[src/lcd_pkg.sv]
`default_nettype none

package lcd_pkg;

    // Screen geometry
    localparam int num_cols = 16;
    localparam int num_rows = 2;

    localparam int powerup_periods = 10; // Strobe periods to wait after reset

    // HD44780 instruction bytes, 8-bit bus
    localparam logic [7:0] cmd_function_set = 8'h38; // 8-bit, two lines, 5x8 font
    localparam logic [7:0] cmd_display_off  = 8'h08;
    localparam logic [7:0] cmd_clear        = 8'h01;
    localparam logic [7:0] cmd_entry_mode   = 8'h06; // Increment, no shift
    localparam logic [7:0] cmd_display_on   = 8'h0C; // Cursor and blink off

    // DDRAM address of column 0 on each line
    localparam logic [7:0] cmd_row1_addr = 8'h80;
    localparam logic [7:0] cmd_row2_addr = 8'hC0;

    localparam logic [7:0] char_space = 8'h20;

endpackage

`default_nettype wire

[src/text_pkg.sv]
`default_nettype none

package text_pkg;

    typedef logic [4:0] cell_addr_t; // {row, col}

    localparam logic op_char = 1'b0;
    localparam logic op_hex  = 1'b1;

    // Both views share op in bit 15 and row in bit 14
    typedef union packed {
        struct packed {
            logic       op;
            logic       row;
            logic [3:0] col;
            logic [1:0] rsvd;
            logic [7:0] code; // ASCII
        } ch;
        struct packed {
            logic        op;
            logic        row;
            logic [1:0]  slot;  // Four-column field
            logic [11:0] value;
        } hex;
    } host_word_t;

endpackage

`default_nettype wire

[src/text_formatter.sv]
`default_nettype none

module text_formatter (
    input  logic                 clk,
    input  logic                 rst,
    input  logic                 host_valid,
    output logic                 host_ready,
    input  text_pkg::host_word_t host_word,
    output logic                 cell_we,
    output text_pkg::cell_addr_t cell_addr,
    output logic [7:0]           cell_char
);
    import text_pkg::*;

    logic [11:0] digits;  // Remaining hex digits, next one on top
    logic [1:0]  pending; // Writes still owed after the first one
    logic        accept;

    function automatic logic [7:0] hex_ascii(input logic [3:0] nib);
        if (nib < 4'd10) begin
            return 8'h30 + {4'h0, nib};
        end else begin
            return 8'h37 + {4'h0, nib}; // 'A' - 10
        end
    endfunction

    // One word in flight at most
    assign host_ready = (pending == 2'd0);
    assign accept     = host_valid && host_ready;

    always_ff @(posedge clk) begin
        if (!rst) begin
            cell_we <= 1'b0;
            pending <= 2'd0;
        end else if (accept) begin
            cell_we <= 1'b1;
            case (host_word.ch.op)
                op_char: pending <= 2'd0;
                op_hex:  pending <= 2'd2; // Two more digits follow
            endcase
        end else if (pending != 2'd0) begin
            cell_we <= 1'b1;
            pending <= pending - 2'd1;
        end else begin
            cell_we <= 1'b0;
        end
    end

    always_ff @(posedge clk) begin
        if (accept) begin
            case (host_word.ch.op)
                op_char: begin
                    cell_addr <= {host_word.ch.row, host_word.ch.col};
                    cell_char <= host_word.ch.code;
                end
                op_hex: begin
                    // Field starts at column slot*4, high digit first
                    cell_addr <= {host_word.hex.row, host_word.hex.slot, 2'b00};
                    cell_char <= hex_ascii(host_word.hex.value[11:8]);
                    digits    <= {host_word.hex.value[7:0], 4'h0};
                end
            endcase
        end else if (pending != 2'd0) begin
            cell_addr <= cell_addr + 5'd1; // Stays inside the field
            cell_char <= hex_ascii(digits[11:8]);
            digits    <= digits << 4;
        end
    end

endmodule

`default_nettype wire

[src/text_buffer.sv]
`default_nettype none

module text_buffer (
    input  logic                            clk,
    input  logic                            rst,
    input  logic                            cell_we,
    input  text_pkg::cell_addr_t            cell_addr,
    input  logic [7:0]                      cell_char,
    output logic [8*lcd_pkg::num_cols-1:0]  row_1,
    output logic [8*lcd_pkg::num_cols-1:0]  row_2
);
    import lcd_pkg::*;

    logic [7:0] cells [num_rows][num_cols];
    logic       wr_row;
    logic [3:0] wr_col;

    assign wr_row = cell_addr[4];
    assign wr_col = cell_addr[3:0];

    // Blank screen after reset
    always_ff @(posedge clk) begin
        if (!rst) begin
            for (int r = 0; r < num_rows; r++) begin
                for (int c = 0; c < num_cols; c++) begin
                    cells[r][c] <= char_space;
                end
            end
        end else if (cell_we) begin
            cells[wr_row][wr_col] <= cell_char;
        end
    end

    // Column 0 goes to the most significant byte
    always_comb begin
        for (int c = 0; c < num_cols; c++) begin
            row_1[8*(num_cols-1-c) +: 8] = cells[0][c];
            row_2[8*(num_cols-1-c) +: 8] = cells[1][c];
        end
    end

endmodule

`default_nettype wire

[src/lcd_timing.sv]
`default_nettype none

module lcd_timing #(
    parameter int clk_div = 20000
) (
    input  logic clk,
    input  logic rst,
    output logic lcd_tick,
    output logic lcd_en
);
    import lcd_pkg::*;

    localparam int wait_cycles = powerup_periods * clk_div;
    localparam int wait_w      = $clog2(wait_cycles + 1);
    localparam int period_w    = $clog2(clk_div);

    logic [wait_w-1:0]   pwr_cnt;
    logic [period_w-1:0] period_cnt;
    logic                running;

    assign running = (pwr_cnt == wait_w'(wait_cycles)); // Power-up wait over

    always_ff @(posedge clk) begin
        if (!rst) begin
            pwr_cnt <= '0;
        end else if (!running) begin
            pwr_cnt <= pwr_cnt + 1'b1; // Saturates at wait_cycles
        end
    end

    always_ff @(posedge clk) begin
        if (!rst) begin
            period_cnt <= '0;
        end else if (running) begin
            if (period_cnt == period_w'(clk_div - 1)) begin
                period_cnt <= '0;
            end else begin
                period_cnt <= period_cnt + 1'b1;
            end
        end
    end

    // Last wait cycle ticks too, so the first command is set up before the first strobe
    assign lcd_tick = running ? (period_cnt == period_w'(clk_div - 1))
                              : (pwr_cnt == wait_w'(wait_cycles - 1));
    assign lcd_en   = running && (period_cnt < period_w'(clk_div / 2)); // High in first half

endmodule

`default_nettype wire

[src/lcd1602.sv]
`default_nettype none

module lcd1602 #(
    parameter int clk_div = 20000
) (
    input  logic                           clk,
    input  logic                           rst,
    input  logic [8*lcd_pkg::num_cols-1:0] row_1,
    input  logic [8*lcd_pkg::num_cols-1:0] row_2,
    output logic                           lcd_en,
    output logic                           lcd_rw,
    output logic                           lcd_rs,
    output logic [7:0]                     lcd_data
);
    import lcd_pkg::*;

    // Phase encodings
    localparam logic [1:0] ph_init = 2'd0;
    localparam logic [1:0] ph_addr = 2'd1;
    localparam logic [1:0] ph_char = 2'd2;

    localparam logic [2:0] last_init = 3'd4; // Five init commands
    localparam logic [3:0] last_col  = 4'(num_cols - 1);

    logic       lcd_tick;
    logic [1:0] phase;
    logic [2:0] init_step;
    logic       row_sel;   // 0 selects row 1
    logic [3:0] col;
    logic [3:0] char_pos;
    logic [7:0] init_byte;
    logic [7:0] char_byte;

    lcd_timing #(
        .clk_div (clk_div)
    ) u_timing (
        .clk      (clk),
        .rst      (rst),
        .lcd_tick (lcd_tick),
        .lcd_en   (lcd_en)
    );

    always_comb begin
        case (init_step)
            3'd0:    init_byte = cmd_function_set;
            3'd1:    init_byte = cmd_display_off;
            3'd2:    init_byte = cmd_clear;
            3'd3:    init_byte = cmd_entry_mode;
            default: init_byte = cmd_display_on;
        endcase
    end

    // Column 0 sits in the top byte of the row vector
    assign char_pos  = last_col - col;
    assign char_byte = row_sel ? row_2[char_pos*8 +: 8] : row_1[char_pos*8 +: 8];

    // Advance one step per strobe period
    always_ff @(posedge clk) begin
        if (!rst) begin
            phase     <= ph_init;
            init_step <= 3'd0;
            row_sel   <= 1'b0;
            col       <= 4'd0;
        end else if (lcd_tick) begin
            case (phase)
                ph_init: begin
                    if (init_step == last_init) begin
                        phase <= ph_addr;
                    end else begin
                        init_step <= init_step + 3'd1;
                    end
                end
                ph_addr: begin
                    phase <= ph_char;
                    col   <= 4'd0;
                end
                ph_char: begin
                    if (col == last_col) begin
                        phase   <= ph_addr;
                        row_sel <= !row_sel; // Alternate rows forever
                    end
                    col <= col + 4'd1;
                end
                default: phase <= ph_init;
            endcase
        end
    end

    // Bus byte for the step being taken, held for the whole period
    always_ff @(posedge clk) begin
        if (!rst) begin
            lcd_rs   <= 1'b0;
            lcd_data <= 8'h00;
        end else if (lcd_tick) begin
            case (phase)
                ph_init: begin
                    lcd_rs   <= 1'b0;
                    lcd_data <= init_byte;
                end
                ph_addr: begin
                    lcd_rs   <= 1'b0; // Set DDRAM address
                    lcd_data <= row_sel ? cmd_row2_addr : cmd_row1_addr;
                end
                default: begin
                    lcd_rs   <= 1'b1;
                    lcd_data <= char_byte;
                end
            endcase
        end
    end

    assign lcd_rw = 1'b0; // Write only

endmodule

`default_nettype wire

[src/lcd_text_top.sv]
`default_nettype none

module lcd_text_top #(
    parameter int clk_div = 20000
) (
    input  logic                 clk,
    input  logic                 rst,
    input  logic                 host_valid,
    output logic                 host_ready,
    input  text_pkg::host_word_t host_word,
    output logic                 lcd_en,
    output logic                 lcd_rw,
    output logic                 lcd_rs,
    output logic [7:0]           lcd_data
);
    import text_pkg::*;
    import lcd_pkg::*;

    logic                  cell_we;
    cell_addr_t            cell_addr;
    logic [7:0]            cell_char;
    logic [8*num_cols-1:0] row_1;
    logic [8*num_cols-1:0] row_2;

    text_formatter u_formatter (
        .clk        (clk),
        .rst        (rst),
        .host_valid (host_valid),
        .host_ready (host_ready),
        .host_word  (host_word),
        .cell_we    (cell_we),
        .cell_addr  (cell_addr),
        .cell_char  (cell_char)
    );

    text_buffer u_buffer (
        .clk       (clk),
        .rst       (rst),
        .cell_we   (cell_we),
        .cell_addr (cell_addr),
        .cell_char (cell_char),
        .row_1     (row_1),
        .row_2     (row_2)
    );

    lcd1602 #(
        .clk_div (clk_div)
    ) u_lcd (
        .clk      (clk),
        .rst      (rst),
        .row_1    (row_1),
        .row_2    (row_2),
        .lcd_en   (lcd_en),
        .lcd_rw   (lcd_rw),
        .lcd_rs   (lcd_rs),
        .lcd_data (lcd_data)
    );

endmodule

`default_nettype wire

[config.mk]
export PLATFORM = sky130hd
export DESIGN_NAME = lcd_text_top
export DESIGN_NICKNAME = d
export VERILOG_FILES = /design/src/lcd_pkg.sv /design/src/text_pkg.sv /design/src/text_formatter.sv /design/src/text_buffer.sv /design/src/lcd_timing.sv /design/src/lcd1602.sv /design/src/lcd_text_top.sv
export SDC_FILE = /design/constraint.sdc
export NUM_CORES = 1
export LEC_CHECK = 0
export ABC_AREA = 1
export BUFFER_PORTS_ARGS = -buffer_cell sky130_fd_sc_hd__buf_4
export CORE_UTILIZATION = 57
export DETAILED_ROUTE_END_ITERATION = 8
export GPL_TIMING_DRIVEN = 1
export PLACE_DENSITY_LB_ADDON = 0.05
export SYNTH_ARGS = -nofsm -noshare
export SYNTH_HDL_FRONTEND = slang
export SYNTH_HIERARCHICAL = 1
export SYNTH_SLANG_ARGS = --single-unit
[constraint.sdc]
create_clock -name clk -period 1.96 [get_ports clk]
set_clock_uncertainty 0.05 [all_clocks]
set_input_delay 0.098 -clock clk [delete_from_list [all_inputs] [get_ports clk]]
set_output_delay 0.098 -clock clk [all_outputs]
set_load 0.02 [all_outputs]
* Yosys cells after proc, flatten, opt, wreduce, memory -nomap -nowiden
Memory sizes are Yosys's and may differ from the RTL's.
Cells that the tools add are included.
** Storage, ports and cells
- Register bits after elaboration :: 80
- Memory bits (writable) :: 256
- Bits of input ports :: 19
- Output and inout bits :: 12
- Logic and storage cells :: 101
- Memories :: 1
** Memories
- u_buffer.cells :: words 2, bits a word 128, rd ports 2, clocked after Yosys merged registers in 0, wr ports 2, line text_buffer.sv:14 : logic [7:0] cells [num_rows][num_cols];
** Operators by class
- Add/sub/neg operators :: 11
- Order comparisons :: 5
- Eq/ne operators :: 13
- Shift-type cells :: 2
- Mux-type cells :: 36
- Bitwise logic cells :: 3
- Reductions and logical operators :: 17
** Operator list (count)
- 128-bit 2-to-1 mux :: 3
- 128-bit by 8-bit variable part select with 8-bit output :: 2
- 128-bit OR reduction :: 1
- 8-bit 2-to-1 mux :: 6
- 18-bit equality test, second input constant :: 2
- 12-bit 2-to-1 mux :: 3
- 8-bit demux with 4-bit select :: 1
- 8-bit one-hot mux with 2 select lines :: 2
- 6-bit by 4-bit adder with 7-bit output, first input constant :: 4
- 6-bit one-hot mux with 4 select lines :: 1
- 18-bit by 1-bit adder with 18-bit output, second input constant :: 1
- 15-bit by 1-bit adder with 15-bit output, second input constant :: 1
- 15-bit equality test, second input constant :: 1
- 15-bit by 14-bit < comparator with 1-bit output, second input constant :: 1
- 15-bit 2-to-1 mux :: 1
- 5-bit 2-to-1 mux :: 2
- 5-bit one-hot mux with 2 select lines :: 1
- 3-bit AND reduction :: 3
- 4-bit < comparator, second input constant :: 2
- 1-bit 2-to-1 mux :: 8
- 2-bit 2-to-1 mux :: 4
- 4-bit one-hot mux with 2 select lines :: 1
- 7-bit 2-to-1 mux :: 1
- 3-bit by 2-bit equality test with 1-bit output, second input constant :: 2
- 25 further kinds :: 33

* Depth between registers and ports, before layout
Gate-level depths: netlist of run 1.
- Depth after elaboration :: 8
- Gate-level depth with buffers :: 14
- Gate-level depth less buffers :: 13

* By module
The synthesis of run 1 kept the hierarchy.
** By module, submodules not included
- text_buffer :: times used 1, cells each 526, area an instance 8932.3 µm², sequential area each 7687.4 µm²
- lcd1602 :: times used 1, cells each 723, area an instance 3535.9 µm², sequential area each 380.4 µm²
- lcd_timing :: times used 1, cells each 310, area an instance 1973.1 µm², sequential area each 660.6 µm²
- text_formatter :: times used 1, cells each 153, area an instance 1340.0 µm², sequential area each 690.7 µm²

* Worst setup path before layout of run 1
Ideal clock, no wire load.
- Path type :: reg2reg
- Start :: register u_lcd.u_timing.pwr_cnt[0]
- End :: register u_lcd.col[3]
- Setup time :: 134 ps
- Data arrival time :: 1904 ps
- Data required time :: 1776 ps
- Slack :: -128 ps
- Cell stages (with the launch flop) :: 13
- Buffers on the path :: 1
- Clock period less this slack :: 2088 ps
- Path through :: dfxtp_1 -> inv_1 -> ha_1 -> nand2_1 -> nor2_2 -> inv_2 -> nor2_8 -> nand2_4 -> o21ai_1 -> clkbuf_1 -> nand2_1 -> o21ai_0 -> nor3_1
** Between the ends
- Longest elaborated chain between the ends :: 3
- Elaborated cells between the ends (all ways) :: 4
- Classes of those cells :: eq/ne: 2; mux: 1; reduce/logical: 1
** Ends and longest elaborated chain
- start, declared :: line lcd_timing.sv:17 : logic [wait_w-1:0] pwr_cnt;
- start signal, assigned :: line lcd_timing.sv:27 : pwr_cnt <= pwr_cnt + 1'b1;
- 18-bit equality test, on equally long branches :: line lcd_timing.sv:45, lcd_timing.sv:21
- 1-bit 2-to-1 mux (*) :: line lcd_timing.sv:44 : assign lcd_tick = running ? (period_cnt == period_w'(clk_div - 1))
- net u_lcd.lcd_tick :: line lcd1602.sv:25 : logic lcd_tick;
- 2-bit AND reduction (no line) (*)
- end signal, assigned :: line lcd1602.sv:82 : col <= col + 4'd1;
- end, declared :: line lcd1602.sv:29 : logic [3:0] col;
Mark *: on every way through the listed nets, which the timed path passes. The rest lies on a longest branch.
A chain may end at the register's enable or synchronous reset.

* Worst setup path in the final report of run 1
- Start :: register u_lcd.u_timing.pwr_cnt[1]
- End :: output lcd_en
** Between the ends
- Longest elaborated chain between the ends :: 2
** Ends and longest elaborated chain
- 18-bit equality test :: line lcd_timing.sv:21 : assign running = (pwr_cnt == wait_w'(wait_cycles));
- 1-bit logical AND :: line lcd_timing.sv:46 : assign lcd_en = running && (period_cnt < period_w'(clk_div / 2));
- end, declared :: line lcd_text_top.sv:11 : output logic lcd_en,
Every way passes these cells.

==> results of run 1 <==
==> cells in the final DEF, fill, tap and decap left out, types with 17 or more instances in the layout <==
master / n
nand2_1: 527
edfxtp_1: 277
nand3_1: 214
nor2_1: 189
buf_4: 146
inv_1: 86
a21oi_1: 79
dfxtp_1: 48
clkbuf_16: 36
o21ai_0: 32
nor3_1: 24
nand4_1: 20
nand2_2: 19
inv_2: 17
==> power by group <==
| part | total (mW) | internal, mW | switching (mW) | leakage, nW |
|---|---|---|---|---|
| registers | 9.01 | 8.65 | 0.361 | 3.19 |
| logic | 2.68 | 0.858 | 1.82 | 3.65 |
| clock network | 6.15 | 3.50 | 2.66 | 0.504 |
==> final cells by class <==
class	instances	area share
Clock inverter	16	0.00649
Clock buffer	43	0.0501
Inverter	109	0.0224
Timing Repair Buffer	181	0.0870
Sequential cell	332	0.510
Multi-Input combinational cell	1191	0.301
Tap cell	341	0.0231
==> through the flow <==
stage	instances	util	power, mW
global placement	2130	0.633	11.7
floorplan	1712	-	10.6
detailed placement	2130	0.633	11.8
CTS	2210	0.681	17.9
global route	2213	0.685	18.5
finish	2213	0.685	17.8
==> worst max-delay path, stage by stage (launching register included) <==
cell and delay [ns]:
dfxtp_2 0.33, inv_2 0.07, ha_4 0.13, nand2_2 0.05
nor2_4 0.09, inv_2 0.06, nor2_8 0.09, nand2_4 0.05
buf_6 0.12, nor3_4 0.16, buf_6 0.14
==> registers in the layout, summed over array words and instances, names as in the netlist, 2 cells and up <==
register,flops
u_buffer/cells,256
u_lcd/u_timing/pwr_cnt,18
u_lcd/u_timing/period_cnt,15
u_formatter/cell_char,8
u_formatter/digits,8
u_lcd/lcd_data,8
u_formatter/cell_addr,5
u_lcd/col,4
u_lcd/init_step,3
u_formatter/pending,2
u_lcd/phase,2
==> cells by family (layout without fill, tap and decap cells) <==
kind of cell | count (synthesis) | after routing | synth area share
AOI/OAI and AO/OA | 135 | 135 | 0.0451
xor gates and xnor gates | 8 | 8 | 0.00444
adders and majority gates | 18 | 18 | 0.0143
buffers and inverters | 189 | 349 | 0.0564
DFF | 332 | 332 | 0.597
other | 1 | 1 | 0.000238
and+or+nand+nor | 1029 | 1029 | 0.283
==> how the worst max path moves through the flow <==
| stage | to | cells after the start |
|---|---|---|
| final | lcd_en | 10 |
| after global routing | lcd_en | 7 |
| after CTS | lcd_en | 10 |
| after detailed placement | u_lcd/init_step[1]$_SDFFE_PN0P_ | 14 |
| after global placement | u_lcd/init_step[0]$_SDFFE_PN0P_ | 14 |
| after floorplan | u_lcd/init_step[1]$_SDFFE_PN0P_ | 14 |
==> timing repair <==
item | in CTS | in global routing
setup buffers | 5 | 3
resized for setup | 17 | 22
endpoints found under the hold margin | 23 | 0
hold buffers | 16 | 0
pin swaps | 7 | 4
setup endpoints to repair | 8 | 26
==> routing by layer <==
layer	share of wire	wire, um	vias to the layer above
li1	-	-	6021
met1	0.41	17300	5933
met2	0.49	20500	468
met3	0.075	3180	87
met5	0	0	-
met4	0.028	1180	0
==> flow_summary_export.csv, run 1 <==
group,metric,value,unit
sta,slew_headroom,0.596,
critical_path,arrival,1.82,ns
routing,wl,42200,um
synthesis,synth_edf_count,277,
global_route,grtUsageTotal,0.304,
routing,drc,0,
synthesis,ys_warn_count,6,
clock_network,htree_num_levels,2,
global_route,top_usage_layer,"met2",
synthesis,syn_avg_cell_area,9.22,sq um
synthesis,ys_top_cells_by_count,"nand2_1, edfxtp_1, nand3_1",
placed_design,portBuffers,29,
critical_path,path_class,"flip-flop to primary output",
final_layout,postLayoutCellArea,18500,sq um
routing,first_iter_violations,1257,
sta,drv_slew,0,
final_layout,multi_input_area,5580,sq um
min_path,hold_depth,4,
global_route,first_global_vias,12088,
clock_network,clk_pin_slew,0.05,ns
critical_path,reg2reg_depth,10,
global_route,use_met2,0.513,
final_layout,nNetsFinal,1887,
critical_path,cp-end-kind,"primary output",
synthesis,synthCells,1712,
power,powerDensity,964,nW/um^2
die,ioPinCount,31,
min_path,hp-start,"rst",
synthesis,synth_top_area_share,0.527,
placed_design,pre_cts_slack,-0.0778,ns
clock_network,cts_buffers,35,
final_layout,seqCellArea,9430,sq um
synthesis,synth_ff_type,"edfxtp_1",
critical_path,reg2reg_from,"u_lcd/u_timing/period_cnt[0]$_SDFFE_PN0N_",
routing,vias_per_cell,5.65,
sta,rsz0062_at_grt,"yes",
sta,worstMarginPinSlew,0.605,ns
routing,drt-pass1-iter-count,6,
routing,antenna_left,0,
die,fp.dieH,168,um
global_route,overflow,0,
critical_path,crit_required,1.81,ns
status,status,"finished with violations",
flow_run,cap_violations,0,
critical_path,startpoint,"u_lcd/u_timing/pwr_cnt[1]$_SDFFE_PN0P_",
status,violations,"negative setup slack",
clock_network,cts.sinks,332,
sta,hold_ws,0.0415,ns
power,vdd_drop_max,877,uV
critical_path,crit_fanout,3,
synthesis,synth_cell_types,43,
die,start_util,0.584,
sta,setup_tns,-0.00327,ns
final_layout,fill_cells,2149,
sta,finalHoldViolCount,0,
synthesis,yosysTopAreaCell,"edfxtp_1",
sta,final.period_utilization,1.00,
die,die_w,168,um
critical_path,reg2reg_slack,0.10,ns
final_layout,antenna_cells,0,
clock_network,cts_tree,"built",
sta,finalSetupViolations,1,
sta,fin_crit,1.96,ns
final_layout,area_growth,17.3,%
sta,fmax,0.509,GHz
global_route,grtUsageMet1,0.405,
critical_path,cp-start-kind,"flip-flop",
min_path,hold_class,"input pin to flip-flop",
sta,setup_slack,-0.00327,ns
synthesis,synthesis.area,15800,sq um
die,die_area,28400,sq um
synthesis,async_flop_share,0,
placed_design,dp_hpwl,29500,um
routing,routedWlPerCell,19.1,um
final_layout,drive_gt1_frac,0.160,
routing,vias,12509,
placed_design,place_area,17100,sq um
clock_network,clockRootBuffer,"clkbuf_16",
global_route,use_met3,0.0449,
critical_path,r2r-end,"u_lcd/lcd_data[2]$_SDFFE_PN0P_",
die,rows,60,
placed_design,globalplace.congestion,0.916,
synthesis,ys_seq_elements,332,
synthesis,synth.yosys.seq_area_share,0.597,
synthesis,yosysMostFrequentCell,"nand2_1",
global_route,grt_first_pass_wirelength,66000,um
clock_network,insertion_delay,0.52,ns
global_route,antenna_found_initial,0,
clock_network,cts_max_path_buffers,3,
min_path,hold-path-endpoint,"u_formatter/cell_we$_SDFF_PN0_",
synthesis,syn_nets,1749,
power,p_leak,7.34,nW
global_route,grt_max_degree,66,
synthesis,synth_area_leaders,"edfxtp_1, nand2_1, dfxtp_1, nand3_1, nor2_1",
die,coreArea,27000,sq um
Note: power is estimated with default switching activity, not from simulation.
==> run 2, diff against run 1 <==
--- a/config.mk
+++ b/config.mk
@@ -10,6 +10,7 @@
 export CORE_UTILIZATION = 57
 export DETAILED_ROUTE_END_ITERATION = 8
 export GPL_TIMING_DRIVEN = 1
+export HOLD_SLACK_MARGIN = 0.08
 export PLACE_DENSITY_LB_ADDON = 0.05
 export SYNTH_ARGS = -nofsm -noshare
 export SYNTH_HDL_FRONTEND = slang
==> run 2 against run 1 <==
The flow still finishes with violations (negative setup slack). Combinational power about the same. Routed wire length increased by 0.27%. Worst setup slack better by 0.0019 ns. Cell area grew 0.22%. First-iteration DRC count increased by 2.5%. Critical endpoint unchanged. Largest cell class unchanged.
==> flow_summary_export.csv, run 2 (synthesis gave the netlist of run 1 again) <==
group,metric,value,unit
status,status,"finished with violations",
global_route,antenna_found_initial,0,
final_layout,drive_gt1_frac,0.160,
clock_network,htree_num_levels,2,
clock_network,cts_buffers,35,
die,start_util,0.584,
die,ioPinCount,31,
clock_network,insertion_delay,0.52,ns
final_layout,reg_top3,"u_buffer/cells: 256 flops, u_lcd/u_timing/pwr_cnt: 18 flops, u_lcd/u_timing/period_cnt: 15 flops",
sta,setup_slack,-0.00137,ns
final_layout,layout_common_cells,"nand2_1, edfxtp_1, nand3_1",
die,die_area,28400,sq um
global_route,grtUsageTotal,0.305,
sta,fmax,0.510,GHz
final_layout,fin_util,0.686,
clock_network,clockRootBuffer,"clkbuf_16",
final_layout,final_common_cell,"nand2_1",
critical_path,cp-start-kind,"flip-flop",
critical_path,path_class,"flip-flop to primary output",
global_route,grt_max_degree,66,
sta,hold_ws,0.354,ns
power,p_leak,7.36,nW
critical_path,worstPathBufferInverterCount,4,
sta,rsz0062_at_grt,"yes",
final_layout,area_growth,17.5,%
critical_path,crit_fanout,3,
placed_design,globalplace.congestion,0.916,
die,fp.dieH,168,um
final_layout,fill_cells,2146,
final_layout,largest_reg_flops,256,
critical_path,reg2reg_from,"u_lcd/u_timing/period_cnt[0]$_SDFFE_PN0N_",
placed_design,pre_cts_slack,-0.0778,ns
min_path,hp-start,"host_word[5]",
placed_design,portBuffers,29,
clock_network,clk_pin_slew,0.06,ns
power,vdd_drop_max,880,uV
clock_network,cts.sinks,332,
final_layout,instances_no_fill,2217,
power,powerDensity,963,nW/um^2
sta,setup_tns,-0.00137,ns
sta,drv_slew,0,
clock_network,cts_tree,"built",
routing,drc,0,
routing,first_iter_violations,1289,
sta,slew_headroom,0.599,
critical_path,startpoint,"u_lcd/u_timing/pwr_cnt[1]$_SDFFE_PN0P_",
critical_path,path_delay_family,"simple AND/OR/NAND/NOR gates",
sta,fin_crit,1.96,ns
die,rows,60,
critical_path,crit_required,1.81,ns
routing,antenna_left,0,
routing,wl,42300,um
critical_path,arrival,1.81,ns
sta,final.period_utilization,1.00,
sta,worstMarginPinSlew,0.601,ns
flow_run,cap_violations,0,
critical_path,max_stage_delay,0.32,ns
sta,finalSetupViolations,1,
global_route,grt_first_pass_wirelength,66200,um
critical_path,crit_path_top_delay_cell,"dfxtp_2",
final_layout,antenna_cells,0,
routing,drt-pass1-iter-count,8,
die,coreArea,27000,sq um
die,die_w,168,um
clock_network,cts_max_path_buffers,3,
routing,vias,12605,
global_route,first_global_vias,12123,
routing,routedWlPerCell,19.1,um
critical_path,crit_chain,"inv_2 > ha_4 > nand2_2 > nor2_4 > inv_2 > nor2_8 > nand2_4 > buf_6 > nor3_4 > buf_6",
sta,finalHoldViolCount,0,
status,violations,"negative setup slack",
global_route,overflow,0,
routing,vias_per_cell,5.69,
final_layout,regMostFlops,"u_buffer/cells",
critical_path,cp-end-kind,"primary output",
min_path,hold_class,"input pin to flip-flop",
placed_design,numPlacedInstances,2130,
final_layout,nNetsFinal,1891,
placed_design,dp_hpwl,29500,um
==> run 2: final cells by class <==
cell class | count | area, sq um | area share
clock buffer | 43 | 927 | 0.0500
clock inverter | 16 | 120 | 0.00648
tap | 341 | 427 | 0.0230
inverter | 109 | 414 | 0.0223
timing repair buffer | 185 | 1650 | 0.0890
sequential | 332 | 9430 | 0.508
multi-input combinational | 1191 | 5580 | 0.301
==> run 2: worst register-to-register path: cells and delay by family (launching register included) <==
family,cells,cell delay (ns)
AOI/OAI and AO/OA,4,0.53
adders and majority gates,1,0.15
buffers and inverters,3,0.36
DFF,1,0.37
and+or+nand+nor,2,0.27
==> run 2: what timing repair did <==
| action | 4_1_cts | 5_1_grt |
|---|---|---|
| resized for setup | 17 | 22 |
| pin swaps | 7 | 4 |
| hold buffers | 20 | 0 |
| gates cloned | 0 | 0 |
| hold endpoints to repair | 26 | 0 |
| setup buffers | 5 | 3 |
| setup endpoints to repair | 8 | 26 |
==> run 2: where the power goes <==
part	total [mW]	internal (mW)	switching, mW
combinational	2.70	0.869	1.83
sequential	9.01	8.65	0.362
clock	6.16	3.50	2.66
total	17.9	13.0	4.85
==> run 2: final timing paths <==
| path | to | slack [ns] | depth (start not counted) |
|---|---|---|---|
| min | u_formatter/digits[9]$_DFFE_PP_ | 0.35 | 4 |
| max | lcd_en | -0.001 | 10 |
| min reg2reg | u_formatter/pending[0]$_SDFFE_PN0P_ | 0.43 | 1 |
| max reg2reg | u_lcd/lcd_data[2]$_SDFFE_PN0P_ | 0.10 | 10 |
==> run 2: per-stage QoR <==
| stage | power (mW) | area (sq um) |
|---|---|---|
| finish | 17.9 | 18500 |
| CTS | 17.9 | 18400 |
| global placement | 11.7 | 17100 |
| global route | 18.5 | 18500 |
| detailed placement | 11.8 | 17100 |
| floorplan | 10.6 | 15800 |
==> run 2: routing by layer <==
layer,vias to the layer above,global-route usage,wire (um)
li1,6030,-,-
met5,-,0,0
met2,486,0.515,20600
met3,82,0.0449,3190
met4,0,0.101,1150
met1,6007,0.406,17400
==> run 3, diff against run 2 <==
==> constraint.sdc (replaced) <==
create_clock -name clk -period 1.96 [get_ports clk]
set_clock_uncertainty 0.05 [all_clocks]
set_input_delay 0.49 -clock clk [delete_from_list [all_inputs] [get_ports clk]]
set_output_delay 0.49 -clock clk [all_outputs]
set_load 0.02 [all_outputs]
==> run 3 against run 2 <==
Global-route usage grew 0.12 points. Combinational power grew 6%. Total power grew 4.0%. Routed wire length grew 1.8%. Die area is the same. Cell count grew 0.32%. First-iteration DRC count shrank 4.8%. Utilization grew 0.81 points. The run still ends with negative setup slack left. Sequential share of layout area shrank 0.62 points. Critical endpoint unchanged. Critical path depth shrank 4. Worst setup slack lost 0.35 ns.
==> flow_summary_export.csv, run 3 (synthesis gave the netlist of run 1 again) <==
group,metric,value,unit
status,status,"finished with violations",
status,violations,"negative setup slack",
sta,fin_crit,2.31,ns
sta,slew_headroom,0.547,
global_route,overflow,0,
sta,drv_slew,0,
routing,drc,0,
placed_design,dp_hpwl,30300,um
global_route,first_global_vias,12077,
min_path,hold_class,"input pin to flip-flop",
routing,first_iter_violations,1227,
sta,hold_ws,0.185,ns
critical_path,path_class,"flip-flop to primary output",
die,die_w,168,um
critical_path,cp-start-kind,"flip-flop",
power,vdd_drop_max,941,uV
power,powerDensity,990,nW/um^2
die,start_util,0.584,
sta,setup_slack,-0.354,ns
power,p_leak,7.52,nW
final_layout,final_common_cell,"nand2_1",
final_layout,largest_reg_flops,256,
global_route,grt_first_pass_wirelength,66000,um
die,rows,60,
placed_design,globalplace.congestion,0.933,
die,coreArea,27000,sq um
routing,vias_per_cell,5.72,
critical_path,crit_fanout,3,
final_layout,layout_common_cells,"nand2_1, edfxtp_1, nand3_1",
sta,finalSetupViolations,5,
final_layout,instances_no_fill,2224,
global_route,grtUsageTotal,0.306,
clock_network,cts_max_path_buffers,3,
sta,finalHoldViolCount,0,
clock_network,cts_buffers,37,
final_layout,area_growth,18.9,%
die,die_area,28400,sq um
placed_design,portBuffers,29,
placed_design,pre_cts_slack,-0.0879,ns
final_layout,reg_top3,"u_buffer/cells: 256 flops, u_lcd/u_timing/pwr_cnt: 18 flops, u_lcd/u_timing/period_cnt: 15 flops",
global_route,antenna_found_initial,0,
clock_network,htree_num_levels,2,
die,fp.dieH,168,um
routing,antenna_left,0,
flow_run,cap_violations,0,
final_layout,fin_util,0.694,
final_layout,regMostFlops,"u_buffer/cells",
critical_path,crit_required,1.42,ns
final_layout,nNetsFinal,1893,
sta,rsz0062_at_grt,"yes",
sta,worstMarginPinSlew,0.677,ns
clock_network,cts_tree,"built",
clock_network,cts.sinks,332,
routing,drt-pass1-iter-count,8,
final_layout,drive_gt1_frac,0.178,
routing,wl,43100,um
final_layout,antenna_cells,0,
critical_path,cp-end-kind,"primary output",
clock_network,clk_pin_slew,0.06,ns
global_route,grt_max_degree,75,
sta,fmax,0.432,GHz
placed_design,numPlacedInstances,2152,
routing,vias,12721,
die,ioPinCount,31,
critical_path,arrival,1.77,ns
final_layout,postLayoutCellArea,18800,sq um
placed_design,place_area,17300,sq um
clock_network,insertion_delay,0.53,ns
clock_network,clockRootBuffer,"clkbuf_16",
critical_path,reg2reg_slack,-0.02,ns
routing,routedWlPerCell,19.4,um
sta,final.period_utilization,1.18,
[run 3: cell count changes in the layout (fill, tap and decap cells not counted), moves of 4 or more]
cell / delta
dlygate4sd3_1: -20
nor2_2: +5
nor2_1: -4
buf_4: +15
o21ai_1: +5
o21ai_0: -9
clkinv_1: +4
clkbuf_16: +6
[run 3: layout make-up]
type	instances	area [sq um]
inverters	109	423
clock buffers	48	1040
repair buffers	185	1670
clock inverters	18	144
flip-flops and latches	332	9430
well taps	341	427
fillers	2052	8260
multi-input cells	1191	5640
[run 3: final timing paths]
kind,start,end,cells after the start
max,u_lcd/u_timing/pwr_cnt[14]$_SDFFE_PN0P_,lcd_en,6
min,host_valid,u_formatter/cell_we$_SDFF_PN0_,3
max reg2reg,u_lcd/u_timing/pwr_cnt[14]$_SDFFE_PN0P_,u_lcd/phase[0]$_SDFFE_PN0P_,10
min reg2reg,u_formatter/pending[0]$_SDFFE_PN0P_,u_formatter/pending[0]$_SDFFE_PN0P_,1
[run 3: stage by stage]
stage | TNS [ns] | total power [mW]
CTS | -0.442 | 18.6
detailed placement | -0.371 | 11.9
global placement | -0.00838 | 11.8
floorplan | -1.19 | 10.6
finish | -0.398 | 18.6
global route | -1.68 | 19.2
[run 3: what timing repair did]
action / in CTS / in global routing
endpoints found under the hold margin: 0 / 0
pin swaps: 7 / 9
cloned: 0 / 2
hold buffers: 0 / 0
resized for setup: 30 / 38
setup buffers: 4 / 0
endpoints found under the setup margin: 9 / 37
[run 3: layer usage]
metal	GRT usage	up-vias	routed length, um
li1	-	6034	-
met1	0.409	6041	17400
met4	0.110	0	1320
met3	0.0470	93	3660
met5	0	-	0
met2	0.510	553	20700
[run 3: critical path: stages, from the launching register on]
cell     delay, ns
dfxtp_1       0.32
nor2_1        0.13
nand3_1       0.12
nor2_2        0.24
nand2_4       0.08
nor3_4        0.21
buf_6         0.15
[run 3: where the power goes]
| group | internal, mW | switching, mW |
|---|---|---|
| logic | 0.915 | 1.96 |
| clock network | 4.01 | 2.73 |
| registers | 8.65 | 0.311 |
